**config.mk**
```make
export PLATFORM = sky130hd
export DESIGN_NAME = rxPathTop
export DESIGN_NICKNAME = d
export VERILOG_FILES = /design/src/logic/rxPathPkg.sv /design/src/logic/rxPathTop.sv /design/src/logic/wordAssembler.sv /design/src/logic/rxFifo.sv /design/src/logic/uartReceiver.sv
export VERILOG_INCLUDE_DIRS = /design/src /design/src/logic
export SDC_FILE = /design/constraint.sdc
export NUM_CORES = 1
export LEC_CHECK = 0
export BUFFER_PORTS_ARGS = -buffer_cell sky130_fd_sc_hd__buf_2
export CORE_UTILIZATION = 60
export DETAILED_ROUTE_END_ITERATION = 12
export GPL_TIMING_DRIVEN = 0
export HOLD_SLACK_MARGIN = 0.15
export PLACE_DENSITY_LB_ADDON = 0.3
export SLEW_MARGIN = 5
export SYNTH_ARGS = -nofsm -noshare
export SYNTH_HDL_FRONTEND = slang
export SYNTH_SLANG_ARGS = --single-unit
```
**constraint.sdc**
```tcl
create_clock -name Data_Rdy -period 4.1 [get_ports Data_Rdy]
set_input_delay 0.82 -clock Data_Rdy [delete_from_list [all_inputs] [get_ports Data_Rdy]]
set_output_delay 0.82 -clock Data_Rdy [all_outputs]
set_load 0.02 [all_outputs]
```
**src/logic/rxPath_params.svh**
```systemverilog
`ifndef RXPATH_PARAMS_SVH
`define RXPATH_PARAMS_SVH

////////////////////
// Serial timing
////////////////////
`define CLKS_PER_BIT   16      // System clocks per serial bit

////////////////////
// Buffer and words
////////////////////
`define FIFO_ADDR_BITS 4       // 16 FIFO entries
`define DATA_BITS      8       // One received byte
`define WORD_BITS      16      // Two bytes per assembled word

`endif
```
**src/logic/rxPathPkg.sv**
```systemverilog
`include "rxPath_params.svh"

package rxPathPkg;

        ////////////////////
        // Receiver output
        ////////////////////

        // Byte as it leaves the UART receiver
        typedef struct packed {
                logic                  frameErr;   // Stop bit was sampled low
                logic [`DATA_BITS-1:0] data;       // Payload, LSB received first
        } rxByteT;

        ////////////////////
        // Assembled words
        ////////////////////

        // Command layout of a 16-bit word, high byte first on the line
        typedef struct packed {
                logic [3:0] opcode;    // Zero means plain data
                logic [3:0] channel;   // Target channel
                logic [7:0] payload;   // Low byte of the pair
        } cmdFieldsT;

        // Same word seen either as raw data or as command fields
        typedef union packed {
                logic [`WORD_BITS-1:0] raw;
                cmdFieldsT             cmd;
        } rxWordU;

        // Opcode that marks a data word
        localparam logic [3:0] OPC_DATA = 4'h0;

endpackage

```
**src/logic/rxPathTop.sv**
```systemverilog
`timescale 1ns/1ps
`include "rxPath_params.svh"

module rxPathTop (
        input  logic                  Data_Rdy,       // System clock
        input  logic                  Pop_Data,       // Async reset, active high
        input  logic                  serialIn,       // Serial line in
        input  logic                  bistMode,       // Freezes the FIFO
        input  logic                  drainEn,        // Lets the assembler pop
        output logic                  frameErr,       // Pulse on a bad stop bit
        output logic                  fifoEmpty,
        output logic                  fifoHalfFull,
        output logic                  fifoFull,
        output logic                  dataValid,
        output logic [`WORD_BITS-1:0] dataWord,
        output logic                  cmdValid,
        output rxPathPkg::cmdFieldsT  cmdWord
);

        import rxPathPkg::*;

        rxByteT                rxByte;        // Receiver to FIFO
        logic                  rxStrobe;
        logic                  popReq;        // Assembler to FIFO
        logic [`DATA_BITS-1:0] dataOut;       // FIFO to assembler

        assign frameErr = rxByte.frameErr;    // Already a one-cycle pulse

        ////////////////////
        // Producer
        ////////////////////

        uartReceiver i_receiver (
                .Data_Rdy (Data_Rdy),
                .Pop_Data (Pop_Data),
                .serialIn (serialIn),
                .rxByte   (rxByte),
                .rxStrobe (rxStrobe)
        );

        ////////////////////
        // Buffer
        ////////////////////

        rxFifo #(
                .addrBits (`FIFO_ADDR_BITS)
        ) i_fifo (
                .Data_Rdy     (Data_Rdy),
                .Pop_Data     (Pop_Data),
                .rxByte       (rxByte),
                .rxStrobe     (rxStrobe),
                .popReq       (popReq),
                .bistMode     (bistMode),
                .fifoEmpty    (fifoEmpty),
                .fifoHalfFull (fifoHalfFull),
                .fifoFull     (fifoFull),
                .dataOut      (dataOut)
        );

        ////////////////////
        // Consumer
        ////////////////////

        wordAssembler i_assembler (
                .Data_Rdy  (Data_Rdy),
                .Pop_Data  (Pop_Data),
                .fifoEmpty (fifoEmpty),
                .drainEn   (drainEn),
                .dataOut   (dataOut),
                .popReq    (popReq),
                .dataValid (dataValid),
                .cmdValid  (cmdValid),
                .dataWord  (dataWord),
                .cmdWord   (cmdWord)
        );

endmodule

```
**src/logic/wordAssembler.sv**
```systemverilog
`timescale 1ns/1ps
`include "rxPath_params.svh"

module wordAssembler (
        input  logic                  Data_Rdy,      // System clock
        input  logic                  Pop_Data,      // Async reset, active high
        input  logic                  fifoEmpty,
        input  logic                  drainEn,       // Allows popping
        input  logic [`DATA_BITS-1:0] dataOut,       // Byte from the FIFO
        output logic                  popReq,
        output logic                  dataValid,     // Raw data word ready
        output logic                  cmdValid,      // Command word ready
        output logic [`WORD_BITS-1:0] dataWord,
        output rxPathPkg::cmdFieldsT  cmdWord
);

        import rxPathPkg::*;

        rxWordU wordReg;        // Assembled word, both views
        logic   popPending;     // Popped byte shows on dataOut now
        logic   lowPhase;       // Next byte is the low byte

        ////////////////////
        // Pop control
        ////////////////////

        // One pop in flight at most
        assign popReq = ~fifoEmpty & drainEn & ~popPending;

        always_ff @(posedge Data_Rdy or posedge Pop_Data) begin
                if (Pop_Data) begin
                        popPending <= 1'b0;
                        lowPhase   <= 1'b0;                  // Expect high byte
                        dataValid  <= 1'b0;
                        cmdValid   <= 1'b0;
                end else begin
                        popPending <= popReq;                // Byte lands next cycle
                        dataValid  <= 1'b0;
                        cmdValid   <= 1'b0;
                        if (popPending) begin
                                lowPhase <= ~lowPhase;
                                if (lowPhase) begin
                                        // Opcode sits in the high byte, already stored
                                        dataValid <= (wordReg.cmd.opcode == OPC_DATA);
                                        cmdValid  <= (wordReg.cmd.opcode != OPC_DATA);
                                end
                        end
                end
        end

        ////////////////////
        // Word register
        ////////////////////

        always_ff @(posedge Data_Rdy) begin
                if (popPending) begin
                        if (lowPhase) begin
                                wordReg.raw[`DATA_BITS-1:0] <= dataOut;            // Second byte
                        end else begin
                                wordReg.raw[`WORD_BITS-1:`DATA_BITS] <= dataOut;   // First byte
                        end
                end
        end

        // Each output reads the view that fits it
        assign dataWord = wordReg.raw;
        assign cmdWord  = wordReg.cmd;

endmodule

```
**src/logic/rxFifo.sv**
```systemverilog
`timescale 1ns/1ps
`include "rxPath_params.svh"

module rxFifo #(
        parameter int addrBits = `FIFO_ADDR_BITS      // log2 of entry count
) (
        input  logic                  Data_Rdy,       // System clock
        input  logic                  Pop_Data,       // Async reset, active high
        input  rxPathPkg::rxByteT     rxByte,         // Byte from the receiver
        input  logic                  rxStrobe,       // Write request
        input  logic                  popReq,         // Read request
        input  logic                  bistMode,       // Freezes the whole FIFO
        output logic                  fifoEmpty,
        output logic                  fifoHalfFull,
        output logic                  fifoFull,
        output logic [`DATA_BITS-1:0] dataOut         // Registered read data
);

        localparam int DEPTH    = 2 ** addrBits;
        localparam int CNT_BITS = addrBits + 1;       // Must hold DEPTH itself
        localparam logic [CNT_BITS-1:0] HALF_MARK = CNT_BITS'(DEPTH / 2);
        localparam logic [CNT_BITS-1:0] FULL_MARK = CNT_BITS'(DEPTH);

        logic [`DATA_BITS-1:0] mem [DEPTH];           // Circular storage
        logic [addrBits-1:0]   wrPtr;
        logic [addrBits-1:0]   rdPtr;
        logic [CNT_BITS-1:0]   count;                 // Entries stored
        logic [CNT_BITS-1:0]   countNext;
        logic                  wrEn;
        logic                  rdEn;

        ////////////////////
        // Request qualify
        ////////////////////

        // Bad frames, full FIFO or BIST drop the byte
        assign wrEn = rxStrobe & ~rxByte.frameErr & ~fifoFull & ~bistMode;
        // Pops on empty are ignored
        assign rdEn = popReq & ~fifoEmpty & ~bistMode;

        always_comb begin
                case ({wrEn, rdEn})
                        2'b10:   countNext = count + 1'b1;   // Write only
                        2'b01:   countNext = count - 1'b1;   // Read only
                        default: countNext = count;          // Both cancel, or idle
                endcase
        end

        ////////////////////
        // Pointers, flags
        ////////////////////

        always_ff @(posedge Data_Rdy or posedge Pop_Data) begin
                if (Pop_Data) begin
                        wrPtr        <= '0;
                        rdPtr        <= '0;
                        count        <= '0;
                        fifoEmpty    <= 1'b1;
                        fifoHalfFull <= 1'b0;
                        fifoFull     <= 1'b0;
                end else begin
                        if (wrEn) begin
                                wrPtr <= wrPtr + 1'b1;       // Wraps around
                        end
                        if (rdEn) begin
                                rdPtr <= rdPtr + 1'b1;
                        end
                        count <= countNext;
                        // Flags follow the new count, so they hold under BIST
                        fifoEmpty    <= (countNext == '0);
                        fifoHalfFull <= (countNext >= HALF_MARK);
                        fifoFull     <= (countNext == FULL_MARK);
                end
        end

        ////////////////////
        // Storage, read out
        ////////////////////

        always_ff @(posedge Data_Rdy) begin
                if (wrEn) begin
                        mem[wrPtr] <= rxByte.data;
                end
                if (rdEn) begin
                        dataOut <= mem[rdPtr];               // Lands the cycle after popReq
                end
        end

endmodule

```
**src/logic/uartReceiver.sv**
```systemverilog
`timescale 1ns/1ps
`include "rxPath_params.svh"

module uartReceiver (
        input  logic              Data_Rdy,    // System clock
        input  logic              Pop_Data,    // Async reset, active high
        input  logic              serialIn,    // Raw serial line, idles high
        output rxPathPkg::rxByteT rxByte,      // Received byte with framing flag
        output logic              rxStrobe     // One-cycle pulse per frame
);

        localparam int CNT_BITS = $clog2(`CLKS_PER_BIT);
        localparam int IDX_BITS = $clog2(`DATA_BITS);
        localparam logic [CNT_BITS-1:0] HALF_BIT = CNT_BITS'(`CLKS_PER_BIT / 2 - 1);
        localparam logic [CNT_BITS-1:0] FULL_BIT = CNT_BITS'(`CLKS_PER_BIT - 1);
        localparam logic [IDX_BITS-1:0] LAST_BIT = IDX_BITS'(`DATA_BITS - 1);

        typedef enum logic [1:0] {
                stIdle,        // Waiting for a falling edge
                stStart,       // Checking start bit at half a bit
                stData,        // Shifting data bits
                stStop         // Sampling stop bit
        } rxStateT;

        rxStateT               state;
        logic [CNT_BITS-1:0]   tickCnt;     // Clocks within current bit
        logic [IDX_BITS-1:0]   bitIdx;      // Data bit being received
        logic [`DATA_BITS-1:0] shiftReg;    // Bits enter at the top
        logic                  errPulse;    // Framing error, same cycle as strobe
        logic                  serialMeta;
        logic                  serialSync;
        logic                  serialPrev;
        logic                  startEdge;
        logic                  bitMiddle;

        ////////////////////
        // Line synchronizer
        ////////////////////

        always_ff @(posedge Data_Rdy or posedge Pop_Data) begin
                if (Pop_Data) begin
                        serialMeta <= 1'b1;             // Line idles high
                        serialSync <= 1'b1;
                        serialPrev <= 1'b1;
                end else begin
                        serialMeta <= serialIn;         // First stage
                        serialSync <= serialMeta;       // Second stage
                        serialPrev <= serialSync;       // For edge detection
                end
        end

        assign startEdge = serialPrev & ~serialSync;   // High to low
        assign bitMiddle = (tickCnt == FULL_BIT);      // One full bit since last sample

        ////////////////////
        // Frame FSM
        ////////////////////

        always_ff @(posedge Data_Rdy or posedge Pop_Data) begin
                if (Pop_Data) begin
                        state    <= stIdle;
                        tickCnt  <= '0;
                        bitIdx   <= '0;
                        rxStrobe <= 1'b0;
                        errPulse <= 1'b0;
                end else begin
                        rxStrobe <= 1'b0;               // Pulses by default
                        errPulse <= 1'b0;
                        case (state)
                                stIdle: begin
                                        tickCnt <= '0;
                                        if (startEdge) begin
                                                state <= stStart;
                                        end
                                end
                                stStart: begin
                                        if (tickCnt == HALF_BIT) begin
                                                tickCnt <= '0;
                                                bitIdx  <= '0;
                                                // Line back high means a glitch
                                                state   <= serialSync ? stIdle : stData;
                                        end else begin
                                                tickCnt <= tickCnt + 1'b1;
                                        end
                                end
                                stData: begin
                                        tickCnt <= tickCnt + 1'b1;   // Wraps at bit end
                                        if (bitMiddle) begin
                                                bitIdx <= bitIdx + 1'b1;
                                                if (bitIdx == LAST_BIT) begin
                                                        state <= stStop;
                                                end
                                        end
                                end
                                stStop: begin
                                        tickCnt <= tickCnt + 1'b1;
                                        if (bitMiddle) begin
                                                rxStrobe <= 1'b1;         // 9.5 bits after start
                                                errPulse <= ~serialSync;  // Stop bit must be high
                                                state    <= stIdle;
                                        end
                                end
                                default: state <= stIdle;
                        endcase
                end
        end

        // Data bits arrive LSB first
        always_ff @(posedge Data_Rdy) begin
                if (state == stData && bitMiddle) begin
                        shiftReg <= {serialSync, shiftReg[`DATA_BITS-1:1]};
                end
        end

        assign rxByte = '{frameErr: errPulse, data: shiftReg};

endmodule

```
==> flow_summary.yaml, run 1 <==
routing:
  drc: 0
  antenna_left: 0
  vias_per_cell: 5.91
  wirelength_um: 14000
  wl_per_cell_um: 20.8
  drt_iter0_markers: 394
  num_vias: 3976
  firstDrtPassIters: 5
finish:
  fill_cells: 794
  multiInputGateArea_um2: 1830
  antenna_cells: 0
  final_cell_mix: "edfxtp_1 (160), buf_2 (45), mux4_2 (32)"
  synthToLayoutAreaGrowth_pct: 13.1
  mostFrequentLayoutCell: "edfxtp_1"
  seq_area_um2: 5660
  fin_nets: 510
  drive_above_1_share_pct: 27.9
flow_run:
  max_cap_viol_count: 0
synthesis:
  syn-cell-area_um2: 7750
  ys_async_sr_fraction_pct: 17.5
  yosysWarningCount: 0
  synthFlopType: "edfxtp_1"
  synth_edf_count: 160
  synth_fp_nets: 449
  synth_cells: 427
  yosysUniqueCellTypes: 53
  syn_area_per_cell_um2: 18.1
  ys_seq_elements: 194
  synth_seq_area_share_pct: 73.1
cts:
  cts_setup_buffers: 0
  htree_levels: 4
  clk_pin_slew_ns: 0.07
  cts_hold_buf: 0
  root_buffer: "clkbuf_16"
  cts_tree: "built"
  cts_buffer_depth: 2
  insertion_delay_ns: 0.44
  clkSinkCount: 194
  ctsResizeCount: 0
  numCtsBuffers: 17
worst_setup_path:
  cp.arrival_ns: 3.91
  path_delay_family: "simple AND/OR/NAND/NOR gates"
  path_cells: "buf_2, nor3b_1, nor2b_1, clkbuf_1, ha_1, inv_1, fa_1, nor2b_1, o22ai_1, mux2i_1, nor4bb_2"
  slowest_delay_ns: 0.53
  timing.rr.start: "i_assembler.popPending"
  critPathMaxFanout: 13
  critPathMostFrequentCell: "nor2b_1"
  slowest_stage: "clkbuf_1"
  cp.buffers_inverters: 3
  crit_path_end_kind: "flop"
  startpoint: "drainEn"
  crit_type: "input port to flop"
  startpoint_type: "input port"
  worstPathRequired_ns: 4.41
hold_path:
  hold_class: "flop to flop"
  hp-start: "i_receiver.serialMeta"
die:
  die_w_um: 116
  coreArea_um2: 12600
  die_area_um2: 13400
  std_cell_rows: 41
  ios: 43
  initial_core_util_pct: 61.4
  die_h_um: 116
placement:
  gp_congestion: 0.761
  port_buffers: 42
  hpwl_um: 8920
power:
  powerDensity_nw_per_um2: 630
  switching_share_pct: 30.6
  clkPwrFrac_pct: 29.7
  p_int_uw: 3830
  ir_drop_v: 0.000339
  leakage_uw: 0.00316
  power_frac_seq_pct: 43.7
  p_comb_share_pct: 26.5
  switchingPower_uw: 1690
sta:
  tightest_slew_ns: 1.31
  finalCritPeriodShare_pct: 87.7
  holdWs_ns: 0.356
  clock_skew_ns: 0.00949
  hold_viol_final: 0
  max_clock_freq_mhz: 278
  report.final.slew_viol_count: 0
  finalSetupViolations: 0
  maxSlewHeadroom_pct: 12.2
  rsz0062_at_grt: "false"
  finalCriticalPeriod_ns: 3.60
  finalSetupTns_ns: 0
status:
  outcome: "finished clean"
grt:
  gr-usage-all-layers_pct: 23.1
  antenna_found_initial: 0
  grt_pass1_vias: 3840
  grt_pass1_wl_um: 21400
  grt_max_degree: 35
  grt.overflow.total: 0
[metal layers]
layer | vias up | routed length (µm) | GRT usage, %
met5 | - | 0 | 0
met4 | 0 | 305 | 9.49
met3 | 28 | 726 | 5.02
met2 | 161 | 7170 | 37.6
met1 | 2016 | 5820 | 30.7
li1 | 1771 | - | -
[power groups by stage]
| stage | Sequential (µW) | Combinational [µW] | Clock [µW] |
|---|---|---|---|
| 6_report | 2410 | 1460 | 1640 |
| 5_1_grt | 2440 | 1590 | 1730 |
| 4_1_cts | 2420 | 1470 | 1650 |
| 3_5_place_dp | 2450 | 1460 | 0 |
| 3_3_place_gp | 2440 | 1420 | 0 |
| 2_1_floorplan | 2500 | 1040 | 0 |
[logic make-up after synthesis]
family                   share of synthesized area, %
adder cells (fa/ha/maj)                          2.84
XOR/XNOR                                         1.24
multiplexers                                     9.70
buffers and inverters                            3.31
flip-flops                                       73.1
AND/OR/NAND/NOR                                  6.33
AO/OA/AOI/OAI                                    3.52
[path summary, 6_finish.rpt]
check / depth (start not counted) / endpoint / slack (ns)
hold / removal: 0 / i_receiver.serialSync / 0.36
setup reg to reg: 10 / i_fifo.fifoEmpty / 0.53
max in group asynchronous: 2 / i_assembler.cmdValid / 3.10
min in group asynchronous: 2 / i_fifo.fifoFull / 0.51
hold reg to reg: 0 / i_receiver.serialSync / 0.36
setup / recovery: 11 / i_fifo.fifoEmpty / 0.50
[area by class of cell]
| class | instances | share of cell area, % |
|---|---|---|
| sequential | 194 | 64.6 |
| multi-input combinational | 188 | 20.9 |
| clock buffer | 17 | 4.86 |
| tap | 172 | 2.46 |
| buffer | 33 | 2.41 |
| timing repair buffer | 42 | 2.40 |
| clock inverter | 15 | 1.84 |
| inverter | 12 | 0.514 |
[sequential cells by signal, summed over array words and instances, names as in the netlist, 3 cells and up, named ones only]
name,count
i_fifo.mem,128
i_fifo.rdPtr,4
i_receiver.tickCnt,4
i_receiver.bitIdx,3
i_receiver.shiftReg,8
i_assembler.cmdWord,16
i_fifo.wrPtr,4
i_fifo.count,5
i_fifo.dataOut,8
[cell usage after synthesis, types with 3 or more instances]
cell type | count | area, µm²
xnor2_1 | 7 | 61.3
a22oi_1 | 16 | 120
and3_1 | 3 | 18.8
clkbuf_1 | 7 | 26.3
xor2_1 | 4 | 35.0
dfrtp_1 | 30 | 751
o21ai_0 | 5 | 25.0
ha_1 | 16 | 200
and2_1 | 5 | 31.3
buf_4 | 18 | 135
nor3b_1 | 4 | 30.0
mux4_2 | 32 | 721
nor2b_1 | 8 | 50.1
nand2_1 | 21 | 78.8
nand2b_1 | 3 | 18.8
inv_1 | 12 | 45.0
a211oi_1 | 3 | 22.5
nand3_1 | 6 | 30.0
buf_2 | 3 | 15.0
dfstp_2 | 4 | 105
nor3_1 | 6 | 30.0
nor2_1 | 18 | 67.6
edfxtp_1 | 160 | 4800
[worst reg2reg max path, delay by kind of cell (launching register included)]
kind,cells,cell delay (ns)
compound gates,1,0.15
fa+ha+maj,2,0.88
buf+inv,2,0.66
flops,1,0.41
mux,1,0.29
simple gates,4,1.06
[metrics by stage]
| stage | instances | worst slack (ns) | power (µW) | instance area [µm²] | util (%) |
|---|---|---|---|---|---|
| floorplan | 427 | 0.817 | 3540 | 7750 | - |
| CTS | 673 | 0.543 | 5540 | 8760 | 69.4 |
| detailed placement | 641 | 0.131 | 3910 | 8170 | 64.8 |
| finish | 673 | 0.504 | 5520 | 8760 | 69.4 |
| global route | 673 | 0.286 | 5760 | 8760 | 69.4 |
| global placement | 641 | 0.275 | 3860 | 8170 | 64.8 |
No activity file was read; power rests on OpenSTA's default activity.
==> run 2, diff against run 1 <==
--- a/config.mk
+++ b/config.mk
@@ -9,7 +9,6 @@
 export BUFFER_PORTS_ARGS = -buffer_cell sky130_fd_sc_hd__buf_2
 export CORE_UTILIZATION = 60
 export DETAILED_ROUTE_END_ITERATION = 12
-export GPL_TIMING_DRIVEN = 0
 export HOLD_SLACK_MARGIN = 0.15
 export PLACE_DENSITY_LB_ADDON = 0.3
 export SLEW_MARGIN = 5
==> run 2 against run 1 <==
  * Fmax rose by 20%
  * Largest cell class unchanged
  * Final cell count fell by 4.2%
  * Non-clock buffer count decreased by 26
  * Largest power group unchanged
==> flow_summary.yaml, run 2 (same netlist as run 1, synthesis figures left out) <==
hold_path:
  hold_end: "i_receiver.serialSync"
  hold_class: "flop to flop"
  hp-start: "i_receiver.serialMeta"
  hold_depth: 0
sta:
  report.final.slew_viol_count: 0
  rsz0062_at_grt: "false"
  tightest_slew_ns: 0.905
  finalSetupViolations: 0
  hold_viol_final: 0
  max_clock_freq_mhz: 334
  finalSetupTns_ns: 0
  maxSlewHeadroom_pct: 39.7
  holdWs_ns: 0.357
  clock_skew_ns: 0.00697
  finalCritPeriodShare_pct: 73.1
  finalCriticalPeriod_ns: 3.00
cts:
  ctsResizeCount: 0
  cts_hold_buf: 0
  root_buffer: "clkbuf_16"
  clkSinkCount: 194
  htree_levels: 4
  cts_tree: "built"
  cts_buffer_depth: 2
  cts_setup_buffers: 0
  numCtsBuffers: 17
  clk_pin_slew_ns: 0.06
  insertion_delay_ns: 0.42
die:
  die_area_um2: 13400
  die_h_um: 116
  std_cell_rows: 41
  ios: 43
  die_w_um: 116
  coreArea_um2: 12600
  initial_core_util_pct: 61.4
routing:
  wl_per_cell_um: 21.3
  num_vias: 3840
  antenna_left: 0
  wirelength_um: 13700
  firstDrtPassIters: 5
  drc: 0
  vias_per_cell: 5.95
  drt_iter0_markers: 302
finish:
  final_cell_mix: "edfxtp_1 (160), buf_2 (42), mux4_2 (32)"
  final_cell_area_um2: 8570
  fin_nets: 484
  antenna_cells: 0
  synthToLayoutAreaGrowth_pct: 10.5
  layoutNonFillerInstCount: 645
  fill_cells: 837
  drive_above_1_share_pct: 24.9
  seq_area_um2: 5660
  largest_register_ffs: 128
  multiInputGateArea_um2: 1830
  mostFrequentLayoutCell: "edfxtp_1"
  regMostFlops: "i_fifo.mem"
power:
  powerDensity_nw_per_um2: 624
  p_comb_share_pct: 24.4
  power_frac_seq_pct: 46.5
  p_int_uw: 3780
  ir_drop_v: 0.000236
  leakage_uw: 0.00305
  power.total_uw: 5340
  switchingPower_uw: 1560
  clkPwrFrac_pct: 29.1
  switching_share_pct: 29.3
worst_setup_path:
  reg2reg_slack_ns: 1.15
  critPathMaxFanout: 8
  slowest_stage: "fa_1"
  r2r_cells: 9
  crit_path_end_kind: "flop"
  timing.rr.end: "i_fifo.fifoEmpty"
  critPathMostFrequentCell: "nor2b_1"
  slowest_delay_ns: 0.42
  cp.arrival_ns: 3.33
  crit_type: "input port to flop"
  path_cells: "buf_2, nor3b_1, nor2b_1, ha_1, inv_1, fa_1, nor2b_1, o22ai_1, mux2i_1, nor4bb_2"
  startpoint_type: "input port"
  worstPathRequired_ns: 4.43
  timing.rr.start: "i_assembler.popPending"
grt:
  grt.overflow.total: 0
  gr-usage-all-layers_pct: 22.5
  antenna_found_initial: 0
  grt_max_degree: 36
  grt_pass1_wl_um: 20900
  grt_pass1_vias: 3811
placement:
  port_buffers: 42
  gp_congestion: 0.812
  hpwl_um: 8710
  placed_area_um2: 8020
  placed_cells: 615
flow_run:
  max_cap_viol_count: 0
status:
  outcome: "finished clean"
## run 2: cell types whose count changed in the layout (fill, tap and decap cells not counted), sizes merged
cell | before | now
clkinv | 3 | 6
bufinv | 1 | 2
clkbuf | 25 | 19
clkinvlp | 1 | 2
inv | 22 | 13
buf | 67 | 49
## run 2: worst max-delay path by stage
stage	startpoint	end	slack, ns	cells past startpoint
2_1_floorplan	drainEn	i_fifo.fifoEmpty	0.82	9
3_3_place_gp	bistMode	i_fifo.fifoEmpty	0.83	9
3_5_place_dp	bistMode	i_fifo.fifoEmpty	0.70	9
4_1_cts	drainEn	i_fifo.fifoEmpty	1.12	10
5_1_grt	drainEn	i_fifo.fifoEmpty	0.88	10
6_report	drainEn	i_fifo.fifoEmpty	1.10	10
## run 2: worst max-delay path: cells and delay by family
kind / cells / cell delay [ns]
buf+inv: 2 / 0.20
fa+ha+maj: 2 / 0.77
compound gates: 1 / 0.13
simple gates: 4 / 1.11
mux: 1 / 0.29
## run 2: metal layers
| metal | routed length, µm | part of all wire, % | global-route usage (%) | up-vias |
|---|---|---|---|---|
| met5 | 0 | 0 | 0 | - |
| met4 | 352 | 2.6 | 11.3 | 0 |
| met3 | 692 | 5.0 | 4.81 | 27 |
| met2 | 6840 | 50 | 35.6 | 125 |
| met1 | 5860 | 43 | 30.2 | 1977 |
| li1 | - | - | - | 1711 |
## run 2: power groups by stage
stage                     logic (µW)  registers (µW)  clock network [µW]
after floorplan                 1040            2500                   0
after global placement          1250            2520                   0
after detailed placement        1300            2530                   0
after CTS                       1310            2490                1570
after global routing            1420            2510                1650
final                           1300            2490                1550
## run 2: layout make-up
type	instances	share of cell area, %
multi-input combinational	188	21.4
timing repair buffer	49	3.07
tap	172	2.51
inverter	12	0.526
clock inverter	11	1.34
clock buffer	19	5.05
sequential	194	66.1
## run 2: through the flow
step	util [%]	worst slack, ns
floorplan	-	0.817
global placement	63.5	0.834
detailed placement	63.5	0.703
CTS	67.9	1.12
global route	67.9	0.880
finish	67.9	1.10
==> run 3, diff against run 2 <==
==> constraint.sdc (replaced) <==
create_clock -name Data_Rdy -period 3.09 [get_ports Data_Rdy]
set_input_delay 0.618 -clock Data_Rdy [delete_from_list [all_inputs] [get_ports Data_Rdy]]
set_output_delay 0.618 -clock Data_Rdy [all_outputs]
set_load 0.02 [all_outputs]
==> run 3 against run 2 <==
  * Sequential power grew 30%
  * Sequential cell count is the same
  * Wire length grew 2.1%
  * Clock power grew 38%
  * Die area is the same
  * Critical path depth shrank 1
  * Sequential share of layout area shrank 1.4 points
  * Global-route usage grew 1.0 points
  * Final cell count grew 2.9%
  * Largest cell class unchanged
==> flow_summary.yaml, run 3 (same netlist as run 1, synthesis figures left out) <==
worst_setup_path:
  worstPathRequired_ns: 3.42
  crit_path_end_kind: "flop"
  critPathMaxFanout: 8
  r2r_cells: 9
  reg2reg_slack_ns: 0.31
  startpoint: "i_assembler.popPending"
  crit_type: "flop to flop"
  timing.rr.end: "i_fifo.fifoEmpty"
  cp.arrival_ns: 3.10
  timing.rr.start: "i_assembler.popPending"
  startpoint_type: "flop"
flow_run:
  max_cap_viol_count: 0
hold_path:
  hold_end: "i_receiver.serialMeta"
  hold_depth: 1
  hold_class: "input port to flop"
  hp-start: "serialIn"
placement:
  gp_congestion: 0.755
  placed_area_um2: 8160
  port_buffers: 42
  hpwl_um: 8980
  place_ws_ns: -0.0156
finish:
  fin_nets: 501
  synthToLayoutAreaGrowth_pct: 12.9
  fill_cells: 791
  multiInputGateArea_um2: 1840
  final_util_pct: 69.3
  mostFrequentLayoutCell: "edfxtp_1"
  final_cell_area_um2: 8750
  seq_area_um2: 5660
  regMostFlops: "i_fifo.mem"
  drive_above_1_share_pct: 28.9
  largest_register_ffs: 128
  final_cell_mix: "edfxtp_1 (160), buf_2 (42), mux4_2 (32)"
  antenna_cells: 0
cts:
  clk_pin_slew_ns: 0.07
  cts_hold_buf: 0
  clkSinkCount: 194
  root_buffer: "clkbuf_16"
  htree_levels: 4
  insertion_delay_ns: 0.43
  cts_buffer_depth: 2
  cts_tree: "built"
  numCtsBuffers: 17
grt:
  grt_max_degree: 36
  gr-usage-all-layers_pct: 23.6
  antenna_found_initial: 0
  grt.overflow.total: 0
  grt_pass1_wl_um: 22100
  grt_pass1_vias: 3974
sta:
  tightest_slew_ns: 0.703
  finalSetupViolations: 0
  maxSlewHeadroom_pct: 53.1
  max_clock_freq_mhz: 360
  setup_slack_ns: 0.312
  report.final.slew_viol_count: 0
  finalCriticalPeriod_ns: 2.78
  clock_skew_ns: 0.0126
  hold_viol_final: 0
  rsz0062_at_grt: "false"
  finalCritPeriodShare_pct: 89.9
routing:
  firstDrtPassIters: 6
  drt_iter0_markers: 324
  drc: 0
  antenna_left: 0
  vias_per_cell: 5.90
  wirelength_um: 14000
  num_vias: 3917
  wl_per_cell_um: 21.1
die:
  die_area_um2: 13400
  std_cell_rows: 41
  die_h_um: 116
  ios: 43
  coreArea_um2: 12600
  die_w_um: 116
  initial_core_util_pct: 61.4
status:
  outcome: "finished clean"
power:
  ir_drop_v: 0.000451
  power.total_uw: 7230
  leakage_uw: 0.00316
  powerDensity_nw_per_um2: 827
run 3: cell types whose count changed in the layout (fill, tap and decap cells not counted), sizes merged:
| cell | delta |
|---|---|
| buf | +17 |
| clkinv | -3 |
| inv | +6 |
| bufinv | -1 |
| clkbuf | -1 |
| clkinvlp | +1 |
run 3: critical path, cell delays in order (launching register included):
cell and delay (ns):
dfrtp_1 0.42, nor3b_2 0.26, nor2b_1 0.24, ha_2 0.29, inv_1 0.09, fa_1 0.40
nor2b_1 0.21, o22ai_1 0.13, mux2i_1 0.31, nor4bb_2 0.33
run 3: worst max path at each step:
| stage | end | slack [ns] |
|---|---|---|
| final | i_fifo.fifoEmpty | 0.31 |
| after global routing | i_fifo.fifoEmpty | 0.06 |
| after CTS | i_fifo.fifoEmpty | 0.15 |
| after floorplan | i_fifo.fifoEmpty | 0.009 |
| after global placement | i_fifo.fifoEmpty | 0.06 |
| after detailed placement | i_fifo.fifoEmpty | -0.02 |
run 3: what timing repair did:
item	in CTS	in global routing
gates resized for setup	0	2
endpoints found under the setup margin	0	3
buffers inserted	0	0
run 3: per-layer routing:
metal | vias up | share of wire (%) | GRT usage [%] | routed length (µm)
li1 | 1747 | - | - | -
met1 | 1997 | 43 | 31.9 | 5980
met2 | 148 | 50 | 37.6 | 7010
met3 | 25 | 5.1 | 5.70 | 722
met4 | 0 | 2.3 | 9.06 | 319
met5 | - | 0 | 0 | 0
run 3: layout make-up:
cell class,instances,area share [%]
Sequential cell,194,64.7
Multi-Input combinational cell,188,21.0
Clock buffer,18,5.02
Timing Repair Buffer,66,4.61
Tap cell,172,2.46
Clock inverter,14,1.64
Inverter,12,0.515
run 3: metrics by stage:
stage	hold slack, ns	TNS, ns	instances
final	0.281	0	664
after global routing	0.272	0	664
after CTS	0.274	0	664
after detailed placement	0.349	-0.0156	632
after global placement	0.346	0	632
after floorplan	0.345	0	427
run 3: report_power, final:
part / internal, µW / switching [µW]
logic: 813 / 1030
clock network: 1160 / 982
registers: 3070 / 174
